`config.mk`:
```
export PLATFORM = sky130hd
export DESIGN_NAME = gb_timer_core
export DESIGN_NICKNAME = d
export VERILOG_FILES = /design/src/gb_pkg.sv /design/src/gb_timer_core.sv
export VERILOG_INCLUDE_DIRS = /design/src
export SDC_FILE = /design/constraint.sdc
export NUM_CORES = 1
export LEC_CHECK = 0
export BUFFER_PORTS_ARGS = -buffer_cell sky130_fd_sc_hd__buf_2
export CORE_MARGIN = 3
export CORE_UTILIZATION = 30
export CTS_CLUSTER_DIAMETER = 120
export DETAILED_ROUTE_END_ITERATION = 12
export GPL_TIMING_DRIVEN = 0
export PLACE_DENSITY_LB_ADDON = 0.2
export SYNTH_ARGS = -nofsm -noshare
export SYNTH_HDL_FRONTEND = slang
export SYNTH_SLANG_ARGS = --single-unit
```
`constraint.sdc`:
```
create_clock -name clk -period 1.4 [get_ports clk]
set_clock_uncertainty 0.05 [all_clocks]
set_input_delay 0.07 -clock clk [delete_from_list [all_inputs] [get_ports clk]]
set_output_delay 0.07 -clock clk [all_outputs]
set_load 0.01 [all_outputs]
```
`src/gb_settings.svh`:
```
`ifndef GB_SETTINGS_SVH
`define GB_SETTINGS_SVH

// Memory map bounds, inclusive
`define GB_MEM_CART_START 16'h0000
`define GB_MEM_CART_END   16'h7FFF
`define GB_MEM_CRAM_START 16'hA000  // External cart RAM
`define GB_MEM_CRAM_END   16'hBFFF
`define GB_MEM_WRAM_START 16'hC000
`define GB_MEM_WRAM_END   16'hDFFF
`define GB_MEM_ECHO_START 16'hE000  // Mirror of WRAM
`define GB_MEM_ECHO_END   16'hFDFF

// Memory-mapped registers
`define GB_MMIO_DIV  16'hFF04
`define GB_MMIO_TIMA 16'hFF05
`define GB_MMIO_TMA  16'hFF06
`define GB_MMIO_TAC  16'hFF07
`define GB_MMIO_IF   16'hFF0F
`define GB_MMIO_IE   16'hFFFF

// Divider taps picked by TAC[1:0]
`define GB_TAP_0 9  // 4096 Hz
`define GB_TAP_1 3  // 262144 Hz
`define GB_TAP_2 5  // 65536 Hz
`define GB_TAP_3 7  // 16384 Hz

`define GB_JUNK_DATA 8'h00  // Open bus reads as zero

`endif

```
`src/gb_pkg.sv`:
```
package gb_pkg;

    typedef logic [15:0] gb_addr_t;  // CPU address space
    typedef logic [7:0]  gb_data_t;  // One bus byte

    // Single master request, rd and wr are strobes
    typedef struct packed {
        gb_addr_t addr;
        gb_data_t wdata;
        logic     rd;
        logic     wr;
    } gb_bus_req_t;

    // One-hot region select out of the decoder
    typedef struct packed {
        logic wram;    // WRAM and echo
        logic cart;    // ROM and cart RAM
        logic timer;   // DIV/TIMA/TMA/TAC
        logic irq_if;
        logic irq_ie;
        logic junk;    // Nothing mapped
    } gb_region_t;

    // Bit 0 vblank, 1 lcdc, 2 timer, 3 serial, 4 joypad
    typedef logic [4:0] gb_irq_t;

    // Register block to counting core
    typedef struct packed {
        gb_data_t   tma;
        logic       enable;      // TAC[2]
        logic [1:0] tap_sel;     // TAC[1:0]
        logic       div_reset;   // Pulse on DIV write
        logic       tima_wr;     // Pulse on TIMA write
        gb_data_t   tima_wdata;
    } gb_timer_ctrl_t;

endpackage

```
`src/gb_timer_core.sv`:
```
`timescale 1ns/1ps
`include "gb_settings.svh"

module gb_timer_core import gb_pkg::*; (
    input  logic           clk,
    input  logic           rst_n,
    input  gb_timer_ctrl_t ctrl,
    output gb_data_t       div,
    output gb_data_t       tima,
    output logic           timer_req  // One cycle, with the reload
);

    logic [15:0] div_cnt;
    logic        tap_bit;
    logic        tap_q;   // Tap bit one cycle back
    logic        tick;    // Falling edge of the tap

    // Free running divider, DIV write clears it
    always_ff @(posedge clk) begin
        if (!rst_n || ctrl.div_reset)
            div_cnt <= '0;
        else
            div_cnt <= div_cnt + 16'd1;
    end

    assign div = div_cnt[15:8];  // CPU sees the top byte

    //////////////////////////////////////////////////
    // Tap select and edge detect
    //////////////////////////////////////////////////
    always_comb begin
        case (ctrl.tap_sel)
            2'd0:    tap_bit = div_cnt[`GB_TAP_0];
            2'd1:    tap_bit = div_cnt[`GB_TAP_1];
            2'd2:    tap_bit = div_cnt[`GB_TAP_2];
            default: tap_bit = div_cnt[`GB_TAP_3];
        endcase
    end

    always_ff @(posedge clk) begin
        if (!rst_n) tap_q <= 1'b0;
        else        tap_q <= tap_bit;
    end

    assign tick = ctrl.enable & tap_q & ~tap_bit;

    // TIMA counter, bus write has priority
    always_ff @(posedge clk) begin
        if (!rst_n) begin
            tima      <= '0;
            timer_req <= 1'b0;
        end else begin
            timer_req <= 1'b0;
            if (ctrl.tima_wr) begin
                tima <= ctrl.tima_wdata;
            end else if (tick) begin
                if (tima == 8'hFF) begin
                    tima      <= ctrl.tma;  // Overflow reload
                    timer_req <= 1'b1;
                end else begin
                    tima <= tima + 8'd1;
                end
            end
        end
    end

endmodule

```
==> metrics.md, run 1 <==
| Metric | Value |
|---|---|
| Violated checks | negative setup slack |
| Crit Path Category | reg -> reg |
| Post-Syn Nets | 190 |
| Sink Count | 26 |
| Worst Path Max Fanout | 7 |
| Clock Power Share | 32.2% |
| Number of synthesized register bits | 26 |
| CORE AREA | 4530 um^2 |
| Worst hold slack | 0.0233 ns |
| CTS tree | done |
| Latest clock arrival within the worst-skew pair | 0.27 ns |
| P_leak | 0.755 nW |
| Worst EP arrival | 1.62 ns |
| P_sw | 0.000351 W |
| Comb power frac | 11.3% |
| Synth unique cells | 41 |
| Setup WS pre-CTS | -0.136 ns |
| Total global routing overflow | 0 |
| Htree depth | 1 |
| Final hold vios | 0 |
| Worst Path Required | 1.51 ns |
| CP Launch Point | div_cnt[3] |
| Final total negative setup slack | -0.662 ns |
| DR DRC count | 0 |
| PD cells | 659 nW/um^2 |
| Hold path start | ctrl[7] |
| Worst hold path class | in -> reg |
| Synthesized instance count | 165 |
| Pint | 0.00103 W |
| Minimum clock period | 1.51 ns |
| Status | finished, violations left |
| Slew HR | 63.9% |
| Total die area | 5790 um^2 |
| Pins over their slew limit | 0 |
| WL per Instance | 13.2 um |
| DRT Pass-1 Iters | 4 |
| Crit share post-route | 108% |
| Hold Path Depth | 3 |
| R2r startpoint | div_cnt[3] |
| Antenna cells | 0 |
| Max clock buf depth | 2 |
| IO buf count | 38 |
| Cell Area, Synth | 1470 um^2 |
| Most common cell after layout, fill and taps aside | buf_2 |
| Num rows | 24 |
| Final Util | 46.2% |
| Largest net degree at the start of global routing | 15 |
| Initial antenna violation count | 0 |
| Sequential area share after synthesis | 35.3% |
| Area growth, synth to finish | 42.0% |
| CTS clk-pin slew, worst paths | 0.09 ns |
| Die height | 76.1 um |
| First DRT Iteration DRCs | 69 |
| Most frequent cells in the layout | buf_2 (38), buf_4 (21), nor2_1 (15) |
| Vias in the first global route | 1362 |
| Starting Density | 32.5% |
| Synthesized area per cell | 8.93 um^2 |
| RSZ-0062 raised after global routing | true |
| Sw frac | 25.4% |
| Setup violators final | 12 |
| Worst ir drop on vdd | 0.493 mV |
| Max-cap viol count | 0 |
| First-pass GRT wire length | 6420 um |
| Share of cells above drive strength 1 | 46.9% |
| Post-synth EDFFs | 0 |
| NumNets Final | 252 |
| Vias | 1455 |
| HPWL Detailed | 2600 um |
| Async set or reset register ratio after synthesis | 0% |
| Yosys warns | 0 |
| Fill cells | 450 |
| Global placer's final weighted congestion | 0.769 |
| Chip width | 76.1 um |
| Antenna Nets Post-Route | 0 |
| Fmax | 662 MHz |
| TritonCTS Buffers | 3 |
| GR Util All Layers | 13.1% |
| R2R depth | 4 |
| Via/cell ratio | 5.00 |
| Post-Route WL | 3850 um |
| Slew @ Worst Pin | 0.542 ns |
| Final WS setup | -0.112 ns |
| Most used DFF post-synth | dfxtp_1 |
| Clock root buffer master | clkbuf_8 |
| Sequential power share | 56.5% |
| I/O pin total | 40 |
| Startpoint Class | flip-flop |
| Critical path capture point type | flip-flop |
-- area by class of cell --
class / instances / area [um^2] / area share (%)
buffer: 11 / 72.6 / 3.47
sequential: 26 / 556 / 26.5
timing repair buffer: 58 / 360 / 17.2
inverter: 3 / 11.3 / 0.538
clock buffer: 4 / 45.0 / 2.15
multi-input combinational: 124 / 967 / 46.2
tap: 65 / 81.3 / 3.89
-- path summary, 6_finish.rpt --
kind	to	slack [ns]
max	tima[7]	-0.11
max reg2reg	tima[7]	-0.11
min	tima[7]	0.02
min reg2reg	div_cnt[0]	0.40
-- timing repair --
action,4_1_cts,5_1_grt
hold buffers,5,0
endpoints found under the setup margin,13,19
gates resized for setup,11,20
pin swaps,10,6
buffers inserted,10,5
hold endpoints to repair,5,0
-- power groups by stage --
stage | clock (W) | sequential, W | combinational [W]
finish | 0.000444 | 0.000780 | 0.000156
global route | 0.000495 | 0.000784 | 0.000173
CTS | 0.000466 | 0.000785 | 0.000155
detailed placement | 0 | 0.000805 | 0.000131
global placement | 0 | 0.000805 | 0.000131
floorplan | 0 | 0.000806 | 0.0000591
-- sequential cells by signal, summed over array words and instances, names as in the netlist --
register / count
timer_req: 1
tima: 8
tap_q: 1
div_cnt: 16
-- synthesized netlist by cell type, types with 2 or more instances --
| master | instances | share of area (%) |
|---|---|---|
| or4_1 | 4 | 2.0 |
| o21a_1 | 3 | 1.5 |
| clkbuf_1 | 3 | 0.76 |
| nor4_1 | 3 | 1.3 |
| nand2_1 | 11 | 2.8 |
| nand3_1 | 14 | 4.8 |
| a21oi_1 | 9 | 3.1 |
| a211oi_1 | 3 | 1.5 |
| and3_1 | 2 | 0.85 |
| or3_1 | 2 | 0.85 |
| nand3_4 | 2 | 2.4 |
| nor3_1 | 4 | 1.4 |
| dfxtp_1 | 26 | 35 |
| nor2b_1 | 2 | 0.85 |
| o31ai_1 | 8 | 4.1 |
| inv_1 | 3 | 0.76 |
| ha_1 | 2 | 1.7 |
| a31oi_1 | 2 | 0.85 |
| xor2_1 | 6 | 3.6 |
| xnor2_1 | 4 | 2.4 |
| buf_4 | 8 | 4.1 |
| nand4_1 | 4 | 1.7 |
| o21ai_0 | 6 | 2.0 |
| nor2_1 | 16 | 4.1 |
| mux2_4 | 2 | 2.0 |
-- layer usage --
layer / part of all wire [%] / up-vias / global-route usage (%)
met2: 48 / 40 / 21.5
met5: 0 / - / 0
met1: 46 / 688 / 16.6
met3: 4.9 / 2 / 3.78
li1: - / 725 / -
met4: 0.60 / 0 / 3.80
-- per-stage QoR --
step	instance area, um^2	total power [W]	std cells
final	2090	0.00138	291
after global routing	2090	0.00145	291
after CTS	1990	0.00141	286
after detailed placement	1790	0.000935	268
after global placement	1790	0.000936	268
after floorplan	1510	0.000865	165
-- worst max-delay path, stage by stage (launching register included) --
cell and delay (ns):
dfxtp_4 0.37, mux2_4 0.30, o22a_4 0.28, o41ai_2 0.30
a21oi_1 0.11
-- logic make-up (layout without fill, tap and decap cells) --
| kind of cell | count (synthesis) | in the layout | share of synthesized area, % |
|---|---|---|---|
| flops | 26 | 26 | 35.3 |
| buf+inv | 15 | 76 | 6.37 |
| xor+xnor | 10 | 10 | 5.94 |
| compound gates | 38 | 38 | 20.7 |
| mux | 4 | 4 | 3.48 |
| simple gates | 70 | 70 | 26.5 |
| fa+ha+maj | 2 | 2 | 1.70 |
Power figures use the tool's default switching activity.
==> inputs of run 2 (changes only) <==
--- a/config.mk
+++ b/config.mk
@@ -12,7 +12,7 @@
 export CTS_CLUSTER_DIAMETER = 120
 export DETAILED_ROUTE_END_ITERATION = 12
 export GPL_TIMING_DRIVEN = 0
-export PLACE_DENSITY_LB_ADDON = 0.2
+export PLACE_DENSITY = 0.61
 export SYNTH_ARGS = -nofsm -noshare
 export SYNTH_HDL_FRONTEND = slang
 export SYNTH_SLANG_ARGS = --single-unit
==> run 2 against run 1 <==
The flow finishes with violations (negative hold slack, negative setup slack). Clock power increased by 2%. Sequential power grew 0.5%. Die area unchanged. Largest power group unchanged. Highest routed layer unchanged.
==> metrics.md, run 2 (synthesis gave the netlist of run 1 again) <==
| Metric | Value |
|---|---|
| Vias in the first global route | 1436 (was 1362) |
| Largest net degree at the start of global routing | 15 (unchanged) |
| DP Area | 1790 um^2 (unchanged) |
| Setup violators final | 11 (was 12) |
| Total global routing overflow | 0 (unchanged) |
| GR Util All Layers | 13.4% (was 13.1%) |
| Slew @ Worst Pin | 0.490 ns (was 0.542 ns) |
| Vias | 1498 (was 1455) |
| Worst EP arrival | 1.62 ns (about the same) |
| Violated checks | negative hold slack, negative setup slack (was negative setup slack) |
| Chip width | 76.1 um (unchanged) |
| Via/cell ratio | 5.04 (was 5.00) |
| Setup slack, reg-to-reg | -0.09 ns (was -0.11 ns) |
| Slowest-stage cell, CP | or3_4 (was dfxtp_4) |
| Worst Path Max Fanout | 7 (unchanged) |
| Most common cell after layout, fill and taps aside | buf_2 (unchanged) |
| Global placer's final weighted congestion | 0.836 (was 0.769) |
| NumNets Final | 258 (was 252) |
| Startpoint Class | flip-flop (unchanged) |
| CTS clk-pin slew, worst paths | 0.10 ns (was 0.09 ns) |
| Htree depth | 1 (unchanged) |
| Crit Path Category | reg -> reg (unchanged) |
| First-pass GRT wire length | 6590 um (was 6420 um) |
| Status | finished, violations left (unchanged) |
| CTS tree | done (unchanged) |
| Setup WS pre-CTS | -0.147 ns (was -0.136 ns) |
| Fill cells | 452 (was 450) |
| Latest clock arrival within the worst-skew pair | 0.28 ns (was 0.27 ns) |
| Total die area | 5790 um^2 (unchanged) |
| Area growth, synth to finish | 46.4% (was 42.0%) |
| DR DRC count | 0 (unchanged) |
| Critical path capture point type | flip-flop (unchanged) |
| RSZ-0062 raised after global routing | true (unchanged) |
| Fin area | 2160 um^2 (was 2090 um^2) |
| Max reg flops | 16 (unchanged) |
| First DRT Iteration DRCs | 86 (was 69) |
| Crit share post-route | 107% (was 108%) |
| WL per Instance | 13.9 um (was 13.2 um) |
| Sink Count | 26 (unchanged) |
| Worst Path Required | 1.52 ns (was 1.51 ns) |
| Antenna cells | 0 (unchanged) |
| Worst hold slack | -0.00439 ns (was 0.0233 ns) |
| Fmax | 669 MHz (was 662 MHz) |
| HPWL Detailed | 2630 um (was 2600 um) |
| IO buf count | 38 (unchanged) |
| Worst hold path class | in -> reg (unchanged) |
| Max-cap viol count | 0 (unchanged) |
| DRT Pass-1 Iters | 4 (unchanged) |
| Critical path's largest stage delay | 0.42 ns (was 0.37 ns) |
| CP bufs+invs | 0 (unchanged) |
| Die height | 76.1 um (unchanged) |
| Finished Layout Cells | 297 (was 291) |
| Final Util | 47.6% (was 46.2%) |
| Num rows | 24 (unchanged) |
| Clock root buffer master | clkbuf_8 (unchanged) |
| Crit path cell chain | ha_4 -> nand4_4 -> or3_4 -> a21oi_2 -> o31ai_1 (was mux2_4 -> o22a_4 -> o41ai_2 -> a21oi_1) |
| PD cells | 647 nW/um^2 (was 659 nW/um^2) |
| Slew HR | 67.4% (was 63.9%) |
| TritonCTS Buffers | 3 (unchanged) |
| Biggest regs | div_cnt (16), tima (8) (unchanged) |
| Reg with most FFs | div_cnt (unchanged) |
| Antenna Nets Post-Route | 0 (unchanged) |
| Worst ir drop on vdd | 0.384 mV (was 0.493 mV) |
| Post-Place Cells | 268 (unchanged) |
| Starting Density | 32.5% (unchanged) |
| Crit-path leading delay family | simple AND/OR/NAND/NOR gates (was compound AO/OA/AOI/OAI gates) |
| Most frequent cells in the layout | buf_2 (38), buf_4 (28), nor2_1 (15) (was buf_2 (38), buf_4 (21), nor2_1 (15)) |
| Final hold vios | 1 (was 0) |
| Initial antenna violation count | 0 (unchanged) |
| I/O pin total | 40 (unchanged) |
| Minimum clock period | 1.49 ns (was 1.51 ns) |
| P_leak | 0.799 nW (was 0.755 nW) |
| Post-Route WL | 4120 um (was 3850 um) |
| Max clock buf depth | 2 (unchanged) |
| Final WS setup | -0.0939 ns (was -0.112 ns) |
| CORE AREA | 4530 um^2 (unchanged) |
| Share of cells above drive strength 1 | 50.4% (was 46.9%) |
| Pins over their slew limit | 0 (unchanged) |
-- run 2: layout make-up --
class                      count  area (um^2)  share of cell area [%]
multi-input combinational    124          995                    46.1
sequential                    26          552                    25.6
timing repair buffer          64          403                    18.7
tap                           65         81.3                    3.77
buffer                        11         71.3                    3.30
clock buffer                   3         41.3                    1.91
inverter                       3         11.3                   0.522
clock inverter                 1         3.75                   0.174
-- run 2: where the power goes --
part | leakage, nW | internal (W) | total [W] | switching [W]
logic | 0.556 | 0.0000772 | 0.000161 | 0.0000841
clock network | 0.0231 | 0.000198 | 0.000451 | 0.000254
registers | 0.219 | 0.000752 | 0.000784 | 0.0000327
-- run 2: path summary, 6_finish.rpt --
kind / cells after the start / start / end
max reg2reg: 5 / tima[1] / tima[0]
min reg2reg: 1 / div_cnt[0] / div_cnt[0]
min: 3 / ctrl[9] / div_cnt[11]
max: 5 / tima[1] / tima[0]
-- run 2: repair_timing --
| action | 4_1_cts | 5_1_grt |
|---|---|---|
| endpoints found under the hold margin | 4 | 0 |
| hold buffers | 4 | 0 |
| endpoints found under the setup margin | 14 | 14 |
| setup buffers | 18 | 4 |
| pin swaps | 19 | 14 |
| gates resized for setup | 13 | 21 |
-- run 2: layer usage --
layer  part of all wire [%]  GRT usage (%)
met2                     48           22.4
met1                     46           17.7
met4                    1.7           5.43
met3                    3.5           1.42
met5                      0              0
-- run 2: worst register-to-register path: cells and delay by family (launching register included) --
kind	cells	cell delay (ns)
AO/OA/AOI/OAI	2	0.21
flip-flops	1	0.38
AND/OR/NAND/NOR	2	0.58
adder cells (fa/ha/maj)	1	0.16
-- run 2: stage by stage --
step                total power [W]  setup TNS, ns
finish                      0.00140         -0.394
global route                0.00145          -1.11
CTS                         0.00140         -0.304
detailed placement         0.000936          -1.02
global placement           0.000935         -0.884
floorplan                  0.000865        -0.0920
==> inputs of run 3 (changes only) <==
--- a/config.mk
+++ b/config.mk
@@ -8,11 +8,13 @@
 export LEC_CHECK = 0
 export BUFFER_PORTS_ARGS = -buffer_cell sky130_fd_sc_hd__buf_2
 export CORE_MARGIN = 3
-export CORE_UTILIZATION = 30
+export CORE_UTILIZATION = 38
 export CTS_CLUSTER_DIAMETER = 120
 export DETAILED_ROUTE_END_ITERATION = 12
+export GPL_ROUTABILITY_DRIVEN = 0
 export GPL_TIMING_DRIVEN = 0
-export PLACE_DENSITY = 0.61
+export PLACE_DENSITY = 0.72
+export SETUP_SLACK_MARGIN = 0.3
 export SYNTH_ARGS = -nofsm -noshare
 export SYNTH_HDL_FRONTEND = slang
 export SYNTH_SLANG_ARGS = --single-unit
==> run 3 against run 2 <==
The run still ends with negative hold slack, negative setup slack left. Highest routed layer unchanged. Via count increased by 1.2%. Worst hold slack improved by 0.0037 ns. Register-to-register slack about the same. Critical path type unchanged. Critical path depth unchanged. Utilization increased by 13 points. Non-clock buffer count decreased by 2. Wire length increased by 1.0%. Worst setup slack got worse by 0.0014 ns. Critical endpoint unchanged. First-iteration DRC count increased by 5.8%. Clock-buffer cell count unchanged.
==> metrics.md, run 3 (synthesis gave the netlist of run 1 again) <==
| Metric | Value |
|---|---|
| Status | finished, violations left (unchanged) |
| Violated checks | negative hold slack, negative setup slack (unchanged) |
| Hold endpoint | div_cnt[11] (unchanged) |
| Max-cap viol count | 0 (unchanged) |
| R2R depth | 5 (unchanged) |
| Final WS setup | -0.0954 ns (was -0.0939 ns) |
| Max clock buf depth | 2 (unchanged) |
| Most frequent cells in the layout | buf_2 (37), buf_4 (20), nor2_1 (14) (was buf_2 (38), buf_4 (28), nor2_1 (15)) |
| Clock root buffer master | clkbuf_8 (unchanged) |
| HPWL Detailed | 2500 um (was 2630 um) |
| Total die area | 4660 um^2 (was 5790 um^2) |
| Power, Total | 0.00139 W (was 0.00140 W) |
| NumNets Final | 256 (was 258) |
| Max reg flops | 16 (unchanged) |
| First DRT Iteration DRCs | 91 (was 86) |
| Hold path start | ctrl[9] (unchanged) |
| Biggest regs | div_cnt (16), tima (8) (unchanged) |
| R2R Path End | tima[0] (unchanged) |
| IO buf count | 38 (unchanged) |
| Crit share post-route | 107% (about the same) |
| Final hold vios | 1 (unchanged) |
| Chip width | 68.3 um (was 76.1 um) |
| Htree depth | 1 (unchanged) |
| CTS clk-pin slew, worst paths | 0.09 ns (was 0.10 ns) |
| Critical path capture point type | flip-flop (unchanged) |
| Final Util | 60.4% (was 47.6%) |
| Latest clock arrival within the worst-skew pair | 0.27 ns (was 0.28 ns) |
| Post-Route WL | 4160 um (was 4120 um) |
| Share of cells above drive strength 1 | 53.5% (was 50.4%) |
| Setup slack, reg-to-reg | -0.1 ns (was -0.09 ns) |
| Hold Path Depth | 3 (unchanged) |
| Die height | 68.3 um (was 76.1 um) |
| Fmax | 669 MHz (about the same) |
| DRT Pass-1 Iters | 4 (unchanged) |
| DR DRC count | 0 (unchanged) |
| CORE AREA | 3690 um^2 (was 4530 um^2) |
| CTS tree | done (unchanged) |
| Crit-path leading delay family | simple AND/OR/NAND/NOR gates (unchanged) |
| Slew @ Worst Pin | 0.489 ns (was 0.490 ns) |
| Vias in the first global route | 1363 (was 1436) |
| I/O pin total | 40 (unchanged) |
| Starting Density | 40.0% (was 32.5%) |
| CP bufs+invs | 0 (unchanged) |
| Finished Layout Cells | 278 (was 297) |
| Most common cell after layout, fill and taps aside | buf_2 (unchanged) |
| Largest net degree at the start of global routing | 15 (unchanged) |
| RSZ-0062 raised after global routing | true (unchanged) |
| Post-Place Cells | 251 (was 268) |
| WL per Instance | 15.0 um (was 13.9 um) |
| Sink Count | 26 (unchanged) |
| Num rows | 22 (was 24) |
| TritonCTS Buffers | 3 (unchanged) |
| Worst hold slack | -0.000668 ns (was -0.00439 ns) |
| Antenna cells | 0 (unchanged) |
| PD cells | 626 nW/um^2 (was 647 nW/um^2) |
| Final total negative setup slack | -0.593 ns (was -0.394 ns) |
| Worst EP arrival | 1.61 ns (was 1.62 ns) |
| GR Util All Layers | 16.8% (was 13.4%) |
| Crit path cell chain | ha_4 -> nand4_4 -> or3_4 -> a21oi_4 -> o31ai_2 (was ha_4 -> nand4_4 -> or3_4 -> a21oi_2 -> o31ai_1) |
| Worst Path Max Fanout | 7 (unchanged) |
| Critical path's largest stage delay | 0.42 ns (about the same) |
| Slew HR | 67.4% (about the same) |
| Worst ir drop on vdd | 0.347 mV (was 0.384 mV) |
| Multi-input gate area | 1070 um^2 (was 995 um^2) |
| First-pass GRT wire length | 6090 um (was 6590 um) |
| P_leak | 0.875 nW (was 0.799 nW) |
| Area growth, synth to finish | 51.2% (was 46.4%) |
| Total global routing overflow | 0 (unchanged) |
| Reg with most FFs | div_cnt (unchanged) |
| Setup violators final | 13 (was 11) |
| Worst hold path class | in -> reg (unchanged) |
| Worst Path Required | 1.52 ns (about the same) |
| Slowest-stage cell, CP | or3_4 (unchanged) |
| Via/cell ratio | 5.45 (was 5.04) |
| Crit Path Category | reg -> reg (unchanged) |
| Antenna Nets Post-Route | 0 (unchanged) |
| Startpoint Class | flip-flop (unchanged) |
| Storage cell area | 552 um^2 (unchanged) |
| Pins over their slew limit | 0 (unchanged) |
| Vias | 1516 (was 1498) |
| Fill cells | 326 (was 452) |
| Initial antenna violation count | 0 (unchanged) |
| R2r startpoint | tima[0] (was tima[1]) |
| Minimum clock period | 1.50 ns (was 1.49 ns) |
-- run 3: cell types whose count changed in the layout (fill, tap and decap cells not counted), sizes merged --
cell  change
buf       -2
-- run 3: stage by stage --
step | hold WS, ns | setup WS, ns | instance area [um^2]
after floorplan | 0.152 | -0.0255 | 1560
after global placement | 0.249 | -0.153 | 1810
after detailed placement | 0.250 | -0.188 | 1810
after CTS | 0.000734 | -0.0725 | 2110
after global routing | 0.0189 | -0.153 | 2230
final | -0.000668 | -0.0954 | 2230
-- run 3: area by class of cell --
type | instances | share of cell area (%)
Sequential cell | 26 | 24.8
Multi-Input combinational cell | 124 | 48.1
Timing Repair Buffer | 61 | 18.2
Clock buffer | 3 | 1.85
Clock inverter | 1 | 0.168
Tap cell | 48 | 2.70
Buffer | 12 | 3.71
Inverter | 3 | 0.505
-- run 3: routing by layer --
metal / vias to the layer above / part of all wire, % / track usage (%)
met5: - / 0 / 0
met4: 0 / 2.6 / 6.70
met3: 14 / 5.0 / 2.30
met2: 60 / 50 / 27.0
met1: 705 / 43 / 22.6
li1: 737 / - / -
-- run 3: worst max-delay path by stage --
| stage | cells after the start | startpoint | slack (ns) | end |
|---|---|---|---|---|
| after detailed placement | 5 | tima[1] | -0.19 | tima[1] |
| after floorplan | 5 | tima[1] | -0.03 | tima[0] |
| after global placement | 5 | tima[1] | -0.15 | tima[1] |
| after CTS | 5 | div_cnt[5] | -0.07 | tima[4] |
| after global routing | 6 | div_cnt[5] | -0.15 | tima[1] |
| final | 5 | tima[0] | -0.1 | tima[0] |
-- run 3: where the power goes --
| group | leakage (nW) | switching [W] | total [W] | internal (W) |
|---|---|---|---|---|
| sequential | 0.220 | 0.0000335 | 0.000787 | 0.000753 |
| clock | 0.0231 | 0.000246 | 0.000443 | 0.000197 |
| combinational | 0.632 | 0.0000850 | 0.000164 | 0.0000794 |
| total | 0.875 | 0.000364 | 0.00139 | 0.00103 |
-- run 3: what timing repair did --
item / in CTS / in global routing
endpoints found under the setup margin: 20 / 27
resized for setup: 24 / 25
pin swaps: 17 / 9
hold buffers: 4 / 0
hold endpoints to repair: 4 / 0
setup buffers: 17 / 2
-- run 3: worst reg2reg max path: stages, from the launching register on --
cell	delay, ns
dfxtp_4	0.37
ha_4	0.19
nand4_4	0.16
or3_4	0.42
a21oi_4	0.13
o31ai_2	0.06
